## src/verilog/rv_pkg.sv

```systemverilog
package rv_pkg;

   ////////////////////////////////////////
   // Instruction word
   ////////////////////////////////////////

   // One word with two ways of reading the upper fields
   typedef union packed {
      struct packed {
         logic [6:0] funct7;
         logic [4:0] rs2;
         logic [4:0] rs1;
         logic [2:0] funct3;
         logic [4:0] rd;
         logic [6:0] opcode;
      } r;                                    // R, I, U, J and B fields
      struct packed {
         logic [6:0] imm_hi;
         logic [4:0] rs2;
         logic [4:0] rs1;
         logic [2:0] funct3;
         logic [4:0] imm_lo;
         logic [6:0] opcode;
      } s;                                    // Store offset split
   } instr_u;

   ////////////////////////////////////////
   // Opcodes
   ////////////////////////////////////////

   localparam logic [6:0] OP_LUI    = 7'b0110111;
   localparam logic [6:0] OP_AUIPC  = 7'b0010111;
   localparam logic [6:0] OP_JAL    = 7'b1101111;
   localparam logic [6:0] OP_JALR   = 7'b1100111;
   localparam logic [6:0] OP_BRANCH = 7'b1100011;
   localparam logic [6:0] OP_LOAD   = 7'b0000011;
   localparam logic [6:0] OP_STORE  = 7'b0100011;
   localparam logic [6:0] OP_IMM    = 7'b0010011;
   localparam logic [6:0] OP_REG    = 7'b0110011;
   localparam logic [6:0] OP_SYSTEM = 7'b1110011;

   // ALU operations
   localparam logic [3:0] ALU_ADD    = 4'd0;
   localparam logic [3:0] ALU_SUB    = 4'd1;  // Also the equality compare
   localparam logic [3:0] ALU_AND    = 4'd2;
   localparam logic [3:0] ALU_OR     = 4'd3;
   localparam logic [3:0] ALU_XOR    = 4'd4;
   localparam logic [3:0] ALU_SLT    = 4'd5;
   localparam logic [3:0] ALU_SLTU   = 4'd6;
   localparam logic [3:0] ALU_SLL    = 4'd7;
   localparam logic [3:0] ALU_SRL    = 4'd8;
   localparam logic [3:0] ALU_SRA    = 4'd9;
   localparam logic [3:0] ALU_PASS_B = 4'd10; // LUI

   // Next PC
   localparam logic [2:0] PC_PLUS_4 = 3'd0;
   localparam logic [2:0] PC_BRANCH = 3'd1;
   localparam logic [2:0] PC_JUMP   = 3'd2;
   localparam logic [2:0] PC_MTVEC  = 3'd3;
   localparam logic [2:0] PC_MEPC   = 3'd4;

   // Write-back source
   localparam logic [1:0] WB_ALU = 2'd0;
   localparam logic [1:0] WB_MEM = 2'd1;
   localparam logic [1:0] WB_PC4 = 2'd2;
   localparam logic [1:0] WB_CSR = 2'd3;

   // CSR access
   localparam logic [1:0] CSR_NONE  = 2'd0;
   localparam logic [1:0] CSR_WRITE = 2'd1;
   localparam logic [1:0] CSR_SET   = 2'd2;

   localparam logic [11:0] CSR_MTVEC  = 12'h305;
   localparam logic [11:0] CSR_MEPC   = 12'h341;
   localparam logic [11:0] CSR_MCAUSE = 12'h342;

   // Trap causes
   localparam logic [31:0] CAUSE_ILLEGAL = 32'd2;
   localparam logic [31:0] CAUSE_ECALL   = 32'd11;

endpackage

```

## src/verilog/rv_decode.sv

```systemverilog
`timescale 1ns/100ps

module rv_decode (
   input  rv_pkg::instr_u instr_i,
   input  logic           cond_i,
   output logic [4:0]     rs1_o,
   output logic [4:0]     rs2_o,
   output logic [4:0]     rd_o,
   output logic [31:0]    imm_o,
   output logic [3:0]     alu_op_o,
   output logic           alu_a_pc_o,
   output logic           alu_b_imm_o,
   output logic [2:0]     pc_sel_o,
   output logic [1:0]     wb_sel_o,
   output logic           reg_we_o,
   output logic           mem_we_o,
   output logic           mem_re_o,
   output logic [1:0]     csr_op_o,
   output logic [11:0]    csr_addr_o,
   output logic           csr_src_imm_o,
   output logic           trap_o,
   output logic [31:0]    cause_o
);

   logic [6:0] opcode;
   logic [6:0] funct7;
   logic [2:0] funct3;
   logic       illegal;
   logic       is_ecall;

   assign opcode     = instr_i.r.opcode;
   assign funct7     = instr_i.r.funct7;
   assign funct3     = instr_i.r.funct3;
   assign rs1_o      = instr_i.r.rs1;
   assign rs2_o      = instr_i.r.rs2;
   assign rd_o       = instr_i.r.rd;
   assign csr_addr_o = {instr_i.r.funct7, instr_i.r.rs2};

   // Shared by OP and OP-IMM, alt selects SUB or SRA
   function automatic logic [3:0] alu_from_funct(input logic [2:0] f3, input logic alt);
      logic [3:0] op;
      case (f3)
         3'b000:  op = alt ? rv_pkg::ALU_SUB : rv_pkg::ALU_ADD;
         3'b001:  op = rv_pkg::ALU_SLL;
         3'b010:  op = rv_pkg::ALU_SLT;
         3'b011:  op = rv_pkg::ALU_SLTU;
         3'b100:  op = rv_pkg::ALU_XOR;
         3'b101:  op = alt ? rv_pkg::ALU_SRA : rv_pkg::ALU_SRL;
         3'b110:  op = rv_pkg::ALU_OR;
         default: op = rv_pkg::ALU_AND;
      endcase
      return op;
   endfunction

   ////////////////////////////////////////
   // Immediate
   ////////////////////////////////////////

   always_comb begin
      case (opcode)
         rv_pkg::OP_STORE:  imm_o = {{20{instr_i.s.imm_hi[6]}}, instr_i.s.imm_hi, instr_i.s.imm_lo};
         rv_pkg::OP_BRANCH: imm_o = {{20{funct7[6]}}, rd_o[0], funct7[5:0], rd_o[4:1], 1'b0};
         rv_pkg::OP_LUI,
         rv_pkg::OP_AUIPC:  imm_o = {funct7, rs2_o, rs1_o, funct3, 12'd0};
         rv_pkg::OP_JAL:    imm_o = {{12{funct7[6]}}, rs1_o, funct3, rs2_o[0], funct7[5:0],
                                     rs2_o[4:1], 1'b0};
         rv_pkg::OP_SYSTEM: imm_o = {27'd0, rs1_o};   // zimm for the CSR immediate forms
         default:           imm_o = {{20{funct7[6]}}, funct7, rs2_o};
      endcase
   end

   ////////////////////////////////////////
   // Control
   ////////////////////////////////////////

   always_comb begin
      alu_op_o      = rv_pkg::ALU_ADD;
      alu_a_pc_o    = 1'b0;
      alu_b_imm_o   = 1'b0;
      pc_sel_o      = rv_pkg::PC_PLUS_4;
      wb_sel_o      = rv_pkg::WB_ALU;
      reg_we_o      = 1'b0;
      mem_we_o      = 1'b0;
      mem_re_o      = 1'b0;
      csr_op_o      = rv_pkg::CSR_NONE;
      csr_src_imm_o = 1'b0;
      illegal       = 1'b0;
      is_ecall      = 1'b0;
      case (opcode)
         rv_pkg::OP_LUI: begin
            alu_op_o    = rv_pkg::ALU_PASS_B;
            alu_b_imm_o = 1'b1;
            reg_we_o    = 1'b1;
         end
         rv_pkg::OP_AUIPC: begin
            alu_a_pc_o  = 1'b1;
            alu_b_imm_o = 1'b1;
            reg_we_o    = 1'b1;
         end
         rv_pkg::OP_JAL, rv_pkg::OP_JALR: begin
            alu_a_pc_o  = (opcode == rv_pkg::OP_JAL);  // JALR adds to rs1
            alu_b_imm_o = 1'b1;
            pc_sel_o    = rv_pkg::PC_JUMP;
            wb_sel_o    = rv_pkg::WB_PC4;
            reg_we_o    = 1'b1;
         end
         rv_pkg::OP_BRANCH: begin
            case (funct3[2:1])
               2'b00:   alu_op_o = rv_pkg::ALU_SUB;   // BEQ, BNE
               2'b10:   alu_op_o = rv_pkg::ALU_SLT;   // BLT, BGE
               2'b11:   alu_op_o = rv_pkg::ALU_SLTU;
               default: illegal  = 1'b1;
            endcase
            // funct3[0] flips the sense of the compare
            if (cond_i ^ funct3[0])
               pc_sel_o = rv_pkg::PC_BRANCH;
         end
         rv_pkg::OP_LOAD: begin
            illegal     = (funct3 != 3'b010);         // Words only
            alu_b_imm_o = 1'b1;
            mem_re_o    = !illegal;
            wb_sel_o    = rv_pkg::WB_MEM;
            reg_we_o    = !illegal;
         end
         rv_pkg::OP_STORE: begin
            illegal     = (funct3 != 3'b010);
            alu_b_imm_o = 1'b1;
            mem_we_o    = !illegal;
         end
         rv_pkg::OP_IMM: begin
            alu_op_o    = alu_from_funct(funct3, (funct3 == 3'b101) && funct7[5]);
            alu_b_imm_o = 1'b1;
            reg_we_o    = 1'b1;
         end
         rv_pkg::OP_REG: begin
            alu_op_o = alu_from_funct(funct3, funct7[5]);
            reg_we_o = 1'b1;
         end
         rv_pkg::OP_SYSTEM: begin
            case (funct3)
               3'b000: begin
                  if (csr_addr_o == 12'h000)
                     is_ecall = 1'b1;
                  else if (csr_addr_o == 12'h302)
                     pc_sel_o = rv_pkg::PC_MEPC;   // MRET
                  else
                     illegal = 1'b1;
               end
               3'b001, 3'b101: begin
                  csr_op_o      = rv_pkg::CSR_WRITE;
                  csr_src_imm_o = funct3[2];
                  wb_sel_o      = rv_pkg::WB_CSR;
                  reg_we_o      = 1'b1;
               end
               3'b010, 3'b110: begin
                  csr_op_o      = rv_pkg::CSR_SET;
                  csr_src_imm_o = funct3[2];
                  wb_sel_o      = rv_pkg::WB_CSR;
                  reg_we_o      = 1'b1;
               end
               default: illegal = 1'b1;
            endcase
         end
         default: illegal = 1'b1;
      endcase

      // Trap entry goes straight to the handler
      trap_o  = illegal | is_ecall;
      cause_o = is_ecall ? rv_pkg::CAUSE_ECALL : rv_pkg::CAUSE_ILLEGAL;
      if (trap_o)
         pc_sel_o = rv_pkg::PC_MTVEC;
   end

   always_comb begin
      assert final (!(trap_o && (reg_we_o || mem_we_o)))
         else $error("Trap with a register or memory write");
   end

endmodule

```

## src/verilog/rv_regfile.sv

```systemverilog
`timescale 1ns/100ps

module rv_regfile (
   input  logic        clk,
   input  logic        rst,
   input  logic [4:0]  rs1_i,
   input  logic [4:0]  rs2_i,
   input  logic [4:0]  rd_i,
   input  logic [31:0] wdata_i,
   input  logic        we_i,
   output logic [31:0] rdata1_o,
   output logic [31:0] rdata2_o
);

   logic [31:0] regs [32];

   always_ff @(posedge clk) begin
      if (rst) begin
         for (int i = 0; i < 32; i++)
            regs[i] <= '0;
      end else if (we_i && (rd_i != 5'd0)) begin   // x0 never written
         regs[rd_i] <= wdata_i;
      end
   end

   // Asynchronous reads
   assign rdata1_o = regs[rs1_i];
   assign rdata2_o = regs[rs2_i];

   // x0 must read zero on both ports
   a_x0_zero: assert property (@(posedge clk) disable iff (rst)
      ((rs1_i == 5'd0) |-> (rdata1_o == '0)) and ((rs2_i == 5'd0) |-> (rdata2_o == '0)))
      else $error("Register x0 read nonzero");

endmodule

```

## src/verilog/rv_alu.sv

```systemverilog
`timescale 1ns/100ps

module rv_alu (
   input  logic [3:0]  op_i,
   input  logic [31:0] a_i,
   input  logic [31:0] b_i,
   output logic [31:0] result_o,
   output logic        cond_o
);

   logic [4:0]  shamt;
   logic        lt_signed;
   logic        lt_unsigned;
   logic [31:0] diff;

   assign shamt       = b_i[4:0];
   assign diff        = a_i - b_i;
   assign lt_signed   = $signed(a_i) < $signed(b_i);
   assign lt_unsigned = a_i < b_i;

   always_comb begin
      case (op_i)
         rv_pkg::ALU_ADD:    result_o = a_i + b_i;
         rv_pkg::ALU_SUB:    result_o = diff;
         rv_pkg::ALU_AND:    result_o = a_i & b_i;
         rv_pkg::ALU_OR:     result_o = a_i | b_i;
         rv_pkg::ALU_XOR:    result_o = a_i ^ b_i;
         rv_pkg::ALU_SLT:    result_o = {31'd0, lt_signed};
         rv_pkg::ALU_SLTU:   result_o = {31'd0, lt_unsigned};
         rv_pkg::ALU_SLL:    result_o = a_i << shamt;
         rv_pkg::ALU_SRL:    result_o = a_i >> shamt;
         rv_pkg::ALU_SRA:    result_o = $signed(a_i) >>> shamt;
         rv_pkg::ALU_PASS_B: result_o = b_i;
         default:            result_o = '0;
      endcase
   end

   ////////////////////////////////////////
   // Branch compare flag
   ////////////////////////////////////////

   // Decoder picks the compare through the operation code
   always_comb begin
      case (op_i)
         rv_pkg::ALU_SUB:  cond_o = (diff == '0);    // Equal
         rv_pkg::ALU_SLT:  cond_o = lt_signed;
         rv_pkg::ALU_SLTU: cond_o = lt_unsigned;
         default:          cond_o = 1'b0;
      endcase
   end

endmodule

```

## src/verilog/rv_csr.sv

```systemverilog
`timescale 1ns/100ps

module rv_csr (
   input  logic        clk,
   input  logic        rst,
   input  logic [1:0]  op_i,
   input  logic [11:0] addr_i,
   input  logic [31:0] wdata_i,
   output logic [31:0] rdata_o,
   input  logic [31:0] pc_i,
   input  logic        trap_i,
   input  logic [31:0] cause_i,
   output logic [31:0] mtvec_o,
   output logic [31:0] mepc_o
);

   logic [31:0] mtvec_q;
   logic [31:0] mepc_q;
   logic [31:0] mcause_q;
   logic [31:0] new_val;

   // Old value of the addressed CSR, unknown ones read zero
   always_comb begin
      case (addr_i)
         rv_pkg::CSR_MTVEC:  rdata_o = mtvec_q;
         rv_pkg::CSR_MEPC:   rdata_o = mepc_q;
         rv_pkg::CSR_MCAUSE: rdata_o = mcause_q;
         default:            rdata_o = '0;
      endcase
   end

   assign new_val = (op_i == rv_pkg::CSR_SET) ? (rdata_o | wdata_i) : wdata_i;

   ////////////////////////////////////////
   // Update
   ////////////////////////////////////////

   always_ff @(posedge clk) begin
      if (rst) begin
         mtvec_q  <= '0;
         mepc_q   <= '0;
         mcause_q <= '0;
      end else if (trap_i) begin            // Trap entry wins
         mepc_q   <= pc_i;
         mcause_q <= cause_i;
      end else if (op_i != rv_pkg::CSR_NONE) begin
         case (addr_i)
            rv_pkg::CSR_MTVEC:  mtvec_q  <= new_val;
            rv_pkg::CSR_MEPC:   mepc_q   <= {new_val[31:2], 2'b00};
            rv_pkg::CSR_MCAUSE: mcause_q <= new_val;
            default: ;
         endcase
      end
   end

   assign mtvec_o = mtvec_q;
   assign mepc_o  = mepc_q;

   // Trapping PC from the core has to be word aligned
   a_mepc_aligned: assert property (@(posedge clk) disable iff (rst) mepc_q[1:0] == 2'b00)
      else $error("mepc not word aligned");

endmodule

```

## src/verilog/rv_core.sv

```systemverilog
`timescale 1ns/100ps

module rv_core (
   input  logic        clk,
   input  logic        rst,
   output logic [31:0] pc_o,
   input  logic [31:0] instr_i,
   output logic [31:0] dmem_addr_o,
   output logic [31:0] dmem_wdata_o,
   input  logic [31:0] dmem_rdata_i,
   output logic        dmem_we_o,
   output logic        dmem_re_o
);

   logic [31:0] pc_q, pc_next, pc_plus4;
   logic [4:0]  rs1, rs2, rd;
   logic [31:0] imm;
   logic [3:0]  alu_op;
   logic        alu_a_pc, alu_b_imm;
   logic [2:0]  pc_sel;
   logic [1:0]  wb_sel;
   logic        reg_we, mem_we, mem_re;
   logic [1:0]  csr_op;
   logic [11:0] csr_addr;
   logic        csr_src_imm;
   logic        trap;
   logic [31:0] cause;
   logic        cond;
   logic [31:0] rdata1, rdata2;
   logic [31:0] alu_a, alu_b, alu_result;
   logic [31:0] wb_data;
   logic [31:0] csr_wdata, csr_rdata;
   logic [31:0] mtvec, mepc;

   ////////////////////////////////////////
   // PC
   ////////////////////////////////////////

   assign pc_plus4 = pc_q + 32'd4;

   always_comb begin
      case (pc_sel)
         rv_pkg::PC_BRANCH: pc_next = pc_q + imm;
         rv_pkg::PC_JUMP:   pc_next = {alu_result[31:1], 1'b0};
         rv_pkg::PC_MTVEC:  pc_next = mtvec;
         rv_pkg::PC_MEPC:   pc_next = mepc;
         default:           pc_next = pc_plus4;
      endcase
   end

   always_ff @(posedge clk) begin
      if (rst)
         pc_q <= '0;
      else
         pc_q <= pc_next;
   end

   assign pc_o = pc_q;

   rv_decode decode_i (
      .instr_i(instr_i), .cond_i(cond),
      .rs1_o(rs1), .rs2_o(rs2), .rd_o(rd), .imm_o(imm),
      .alu_op_o(alu_op), .alu_a_pc_o(alu_a_pc), .alu_b_imm_o(alu_b_imm),
      .pc_sel_o(pc_sel), .wb_sel_o(wb_sel),
      .reg_we_o(reg_we), .mem_we_o(mem_we), .mem_re_o(mem_re),
      .csr_op_o(csr_op), .csr_addr_o(csr_addr), .csr_src_imm_o(csr_src_imm),
      .trap_o(trap), .cause_o(cause)
   );

   rv_regfile regfile_i (
      .clk(clk), .rst(rst), .rs1_i(rs1), .rs2_i(rs2), .rd_i(rd),
      .wdata_i(wb_data), .we_i(reg_we), .rdata1_o(rdata1), .rdata2_o(rdata2)
   );

   assign alu_a = alu_a_pc  ? pc_q : rdata1;
   assign alu_b = alu_b_imm ? imm  : rdata2;

   rv_alu alu_i (.op_i(alu_op), .a_i(alu_a), .b_i(alu_b), .result_o(alu_result), .cond_o(cond));

   assign csr_wdata = csr_src_imm ? imm : rdata1;

   rv_csr csr_i (
      .clk(clk), .rst(rst), .op_i(csr_op), .addr_i(csr_addr),
      .wdata_i(csr_wdata), .rdata_o(csr_rdata), .pc_i(pc_q),
      .trap_i(trap), .cause_i(cause), .mtvec_o(mtvec), .mepc_o(mepc)
   );

   // Write-back source
   always_comb begin
      case (wb_sel)
         rv_pkg::WB_MEM: wb_data = dmem_rdata_i;
         rv_pkg::WB_PC4: wb_data = pc_plus4;       // Link address
         rv_pkg::WB_CSR: wb_data = csr_rdata;
         default:        wb_data = alu_result;
      endcase
   end

   ////////////////////////////////////////
   // Data port
   ////////////////////////////////////////

   assign dmem_addr_o  = alu_result;
   assign dmem_wdata_o = rdata2;
   assign dmem_we_o    = mem_we & ~rst;   // Quiet during reset
   assign dmem_re_o    = mem_re & ~rst;

   a_no_rd_wr: assert property (@(posedge clk) !(dmem_we_o && dmem_re_o))
      else $error("Data read and write in the same cycle");

endmodule

```

## config.mk

```make
export PLATFORM = sky130hd
export DESIGN_NAME = rv_core
export DESIGN_NICKNAME = d
export VERILOG_FILES = /design/src/verilog/rv_pkg.sv /design/src/verilog/rv_decode.sv /design/src/verilog/rv_regfile.sv /design/src/verilog/rv_alu.sv /design/src/verilog/rv_csr.sv /design/src/verilog/rv_core.sv
export SDC_FILE = /design/constraint.sdc
export NUM_CORES = 2
export LEC_CHECK = 0
export BUFFER_PORTS_ARGS = -buffer_cell sky130_fd_sc_hd__buf_2
export CAP_MARGIN = 5
export CORE_UTILIZATION = 48
export CTS_BUF_LIST = sky130_fd_sc_hd__clkbuf_16
export CTS_CLUSTER_SIZE = 16
export DETAILED_ROUTE_END_ITERATION = 8
export HOLD_SLACK_MARGIN = 0.1
export MAX_ROUTING_LAYER = met4
export PLACE_DENSITY = 0.7
export SLEW_MARGIN = 20
export SYNTH_ARGS = -nofsm -noshare
export SYNTH_HDL_FRONTEND = slang
export SYNTH_SLANG_ARGS = --single-unit
```

## constraint.sdc

```tcl
create_clock -name clk -period 28.5 [get_ports clk]
set_clock_uncertainty 0.2 [all_clocks]
set_input_delay 4.275 -clock clk [delete_from_list [all_inputs] [get_ports clk]]
set_output_delay 4.275 -clock clk [all_outputs]
set_load 0.01 [all_outputs]
```

==> results_dict.tcl <==
set metrics [dict create \
    ys_seq_area_share_pct 45.8 \
    cp-end-kind "primary output" \
    dpl_cell_area_mm2 0.0760 \
    crit_fanout 86 \
    max-cap-violations 0 \
    drt_iter0_drc 11400 \
    ys_ff_latch 1152 \
    wl_um 337000 \
    slew_violations 0 \
    grt_max_degree 128 \
    drc 1 \
    grt-ovfl-total 0 \
    ys_types 112 \
    ios 164 \
    synth.mux.area_fraction_pct 20.1 \
    synth_compound_area_share_pct 13.6 \
    gr-usage-all-layers_pct 44.4 \
    power_frac_comb_pct 34.6 \
    cts_setup_buffers 0 \
    synthCells 6769 \
    firstDrtPassIters 9 \
    cts_tree "built" \
    relSlewSlack_pct 16.5 \
    die_y_um 391 \
    max-vdd-ir-drop_mv 0.0538 \
    p_leak_nw 30.0 \
    hold_slack_ns 0.303 \
    fin_tns_setup_ns 0 \
    internal_power_mw 3.19 \
    initial_core_util_pct 48.5 \
    post_drt_wl_per_cell_um 38.1 \
    p_clk_share_pct 28.5 \
    syn_avg_cell_area_um2 10.8 \
    cts_buffer_depth 3 \
    crit_chain "buf_8 > buf_4 > buf_4 > mux4_2 > mux4_2 > mux2i_1 > nand2_1 > o21ai_0 > buf_4 > inv_1 > ha_1 > or4_1 > nor3_1 > nor2b_1 > o211ai_1 > nand3b_1 > a21oi_1 > a311oi_1 > nor2_1 > a211oi_1 > o21ai_1 > buf_2" \
    fmax_ghz 0.0550 \
    fin_nets 6904 \
    total_power_mw 5.22 \
    p_switching_mw 2.03 \
    grt_pass1_vias 59500 \
    die-area_mm2 0.153 \
    routabilityCongestion 1.06 \
    syn_area_mm2 0.0728 \
    failed_checks "DRC" \
    synthSimpleGateAreaFrac_pct 12.3 \
    status "finished, violations left" \
    nFillCells 13000 \
    power_density_mw_per_mm2 65.5 \
    coreArea_mm2 0.150 \
    clk_pin_slew_ns 0.06 \
    hold_viol 0 \
    synthDominantCellAreaShare_pct 42.3 \
    numCtsBuffers 115 \
    start_kind "input pin" \
    postCtsHoldBufs 0 \
    fin_crit_sh_pct 63.8 \
    cts_resized 0 \
    area_delta_synth_final_pct 9.54 \
    ys_async_sr_fraction_pct 0 \
    crit_arrival_ns 13.71 \
    fin_crit_ns 18.18 \
    vias 63500 \
    synth_xor_area_share_pct 1.14 \
    synth_fa_ha_area_share_pct 2.30 \
    fin_ws_ns 10.32 \
    yosys.area.top_type "edfxtp_1" \
    viasPerCell 7.18 \
    cp_slowest_stage_delay_ns 0.99 \
    portBuffers 163 \
    h-tree-depth 3 \
    ant_nets 0 \
    crit_type "input pin to primary output" \
    swShare_pct 38.9 \
    dpl.hpwl_um 218000 \
    setup_violations 0 \
    worstMarginPinSlew_ns 1.24 \
    synth-edff-count 1024 \
    dpl_worst_slack_ns 10.98 \
    seqPwrFrac_pct 36.9 \
    min_path_type "register to register" \
    rows 142 \
    clock-sinks 1152 \
    insertion_delay_ns 0.79 \
    final_area_mm2 0.0797 \
    grt_pass1_wl_um 461000 \
    drive_gt1_share_pct 17.9 \
    cts-root-buf "clkbuf_16" \
    antenna_found_initial 17 \
    rsz0062_at_grt "false" \
    required_ns 24.02 \
    die_x_um 391 \
    synth_top_family_by_area "multiplexers" \
    yosysWarnings 0 \
    worst_path_most_repeated_cell "buf_4" \
    synth_area_leaders "edfxtp_1, mux4_2, mux2i_1, nor2_1, dfxtp_1" \
    crit_path_top_delay_cell "buf_4" \
    ys.flop_type "edfxtp_1" \
]
==> stage by stage <==
step / util [%] / std cells
after floorplan: - / 6800
after global placement: 50.6 / 8602
after detailed placement: 50.7 / 8605
after CTS: 53.1 / 8818
after global routing: 53.1 / 8834
final: 53.1 / 8838
==> layout make-up <==
type | count | area (µm²) | area share, %
multi-input cells | 4867 | 36800 | 46.2
flip-flops and latches | 1152 | 33300 | 41.8
well taps | 2016 | 2520 | 3.16
repair buffers | 417 | 2820 | 3.54
inverters | 153 | 587 | 0.736
clock buffers | 116 | 2900 | 3.64
diodes | 20 | 50.0 | 0.0628
clock inverters | 97 | 712 | 0.893
==> cells in the final DEF (no fill, tap or decap), types with 116 or more instances in the layout <==
| cell | n |
|---|---|
| inv_1 | 178 |
| a22oi_1 | 301 |
| edfxtp_1 | 1024 |
| mux4_2 | 314 |
| ha_1 | 129 |
| buf_2 | 158 |
| o21ai_0 | 132 |
| dfxtp_1 | 128 |
| nor2_1 | 1292 |
| mux2i_1 | 662 |
| clkbuf_16 | 116 |
| a21oi_1 | 384 |
| nand2_1 | 285 |
| buf_4 | 250 |
==> power by group through the flow <==
| stage | clock network [mW] | registers [mW] | logic, mW |
|---|---|---|---|
| after floorplan | 0 | 1.95 | 1.01 |
| after global placement | 0 | 1.95 | 1.72 |
| after detailed placement | 0 | 1.96 | 1.72 |
| after CTS | 1.48 | 1.92 | 1.73 |
| after global routing | 1.54 | 1.93 | 1.83 |
| final | 1.49 | 1.93 | 1.81 |
==> per-layer routing <==
metal / GRT usage (%) / up-vias / part of all wire (%)
li1: - / 25400 / -
met1: 56.4 / 31100 / 36
met2: 60.5 / 5749 / 41
met3: 14.7 / 1217 / 15
met4: 27.8 / 0 / 7.6
met5: - / - / 0
==> sequential cells by signal, indices dropped and copies added, names as in the netlist <==
signal and count:
csr_i.mtvec_o 32, pc_o 32, csr_i.mepc_o 32, csr_i.mcause_q 32, regfile_i.regs 1024
==> path summary, 6_finish.rpt <==
kind,from,to,slack (ns),depth (start not counted)
setup reg to reg,regfile_i.regs[31][1]$_SDFFCE_PN0P_,pc_o[31]$_SDFF_PP0_,19.17,21
setup / recovery,instr_i[21],dmem_addr_o[30],10.32,22
hold reg to reg,csr_i.mcause_q[22]$_SDFFE_PP0P_,csr_i.mcause_q[22]$_SDFFE_PP0P_,0.30,2
hold / removal,csr_i.mcause_q[22]$_SDFFE_PP0P_,csr_i.mcause_q[22]$_SDFFE_PP0P_,0.30,2
==> cell usage after synthesis, types with 55 or more instances <==
| cell type | n |
|---|---|
| mux2_2 | 67 |
| dfxtp_1 | 128 |
| inv_1 | 144 |
| a21oi_1 | 390 |
| edfxtp_1 | 1024 |
| mux2i_1 | 676 |
| buf_2 | 187 |
| xnor2_1 | 67 |
| mux4_2 | 314 |
| a31oi_1 | 58 |
| a211oi_1 | 106 |
| nand3_1 | 80 |
| a22oi_1 | 301 |
| nand2_1 | 319 |
| nor2_1 | 1300 |
| ha_1 | 129 |
| nand2b_1 | 55 |
| nor3_1 | 67 |
| o21ai_0 | 139 |
| nor2_2 | 58 |
| clkbuf_1 | 360 |
==> cell families after synthesis <==
family                     Yosys count
xor gates and xnor gates            95
DFF                               1152
buffers and inverters              781
adders and majority gates          132
and+or+nand+nor                   2092
other                                1
AOI/OAI and AO/OA                 1456
muxes                             1060
==> critical path: cells and delay by family <==
family	cells	cell delay (ns)
buffers and inverters	6	3.11
muxes	3	1.60
and+or+nand+nor	6	1.63
adders and majority gates	1	0.50
AOI/OAI and AO/OA	6	2.37
Power figures use the tool's default switching activity.
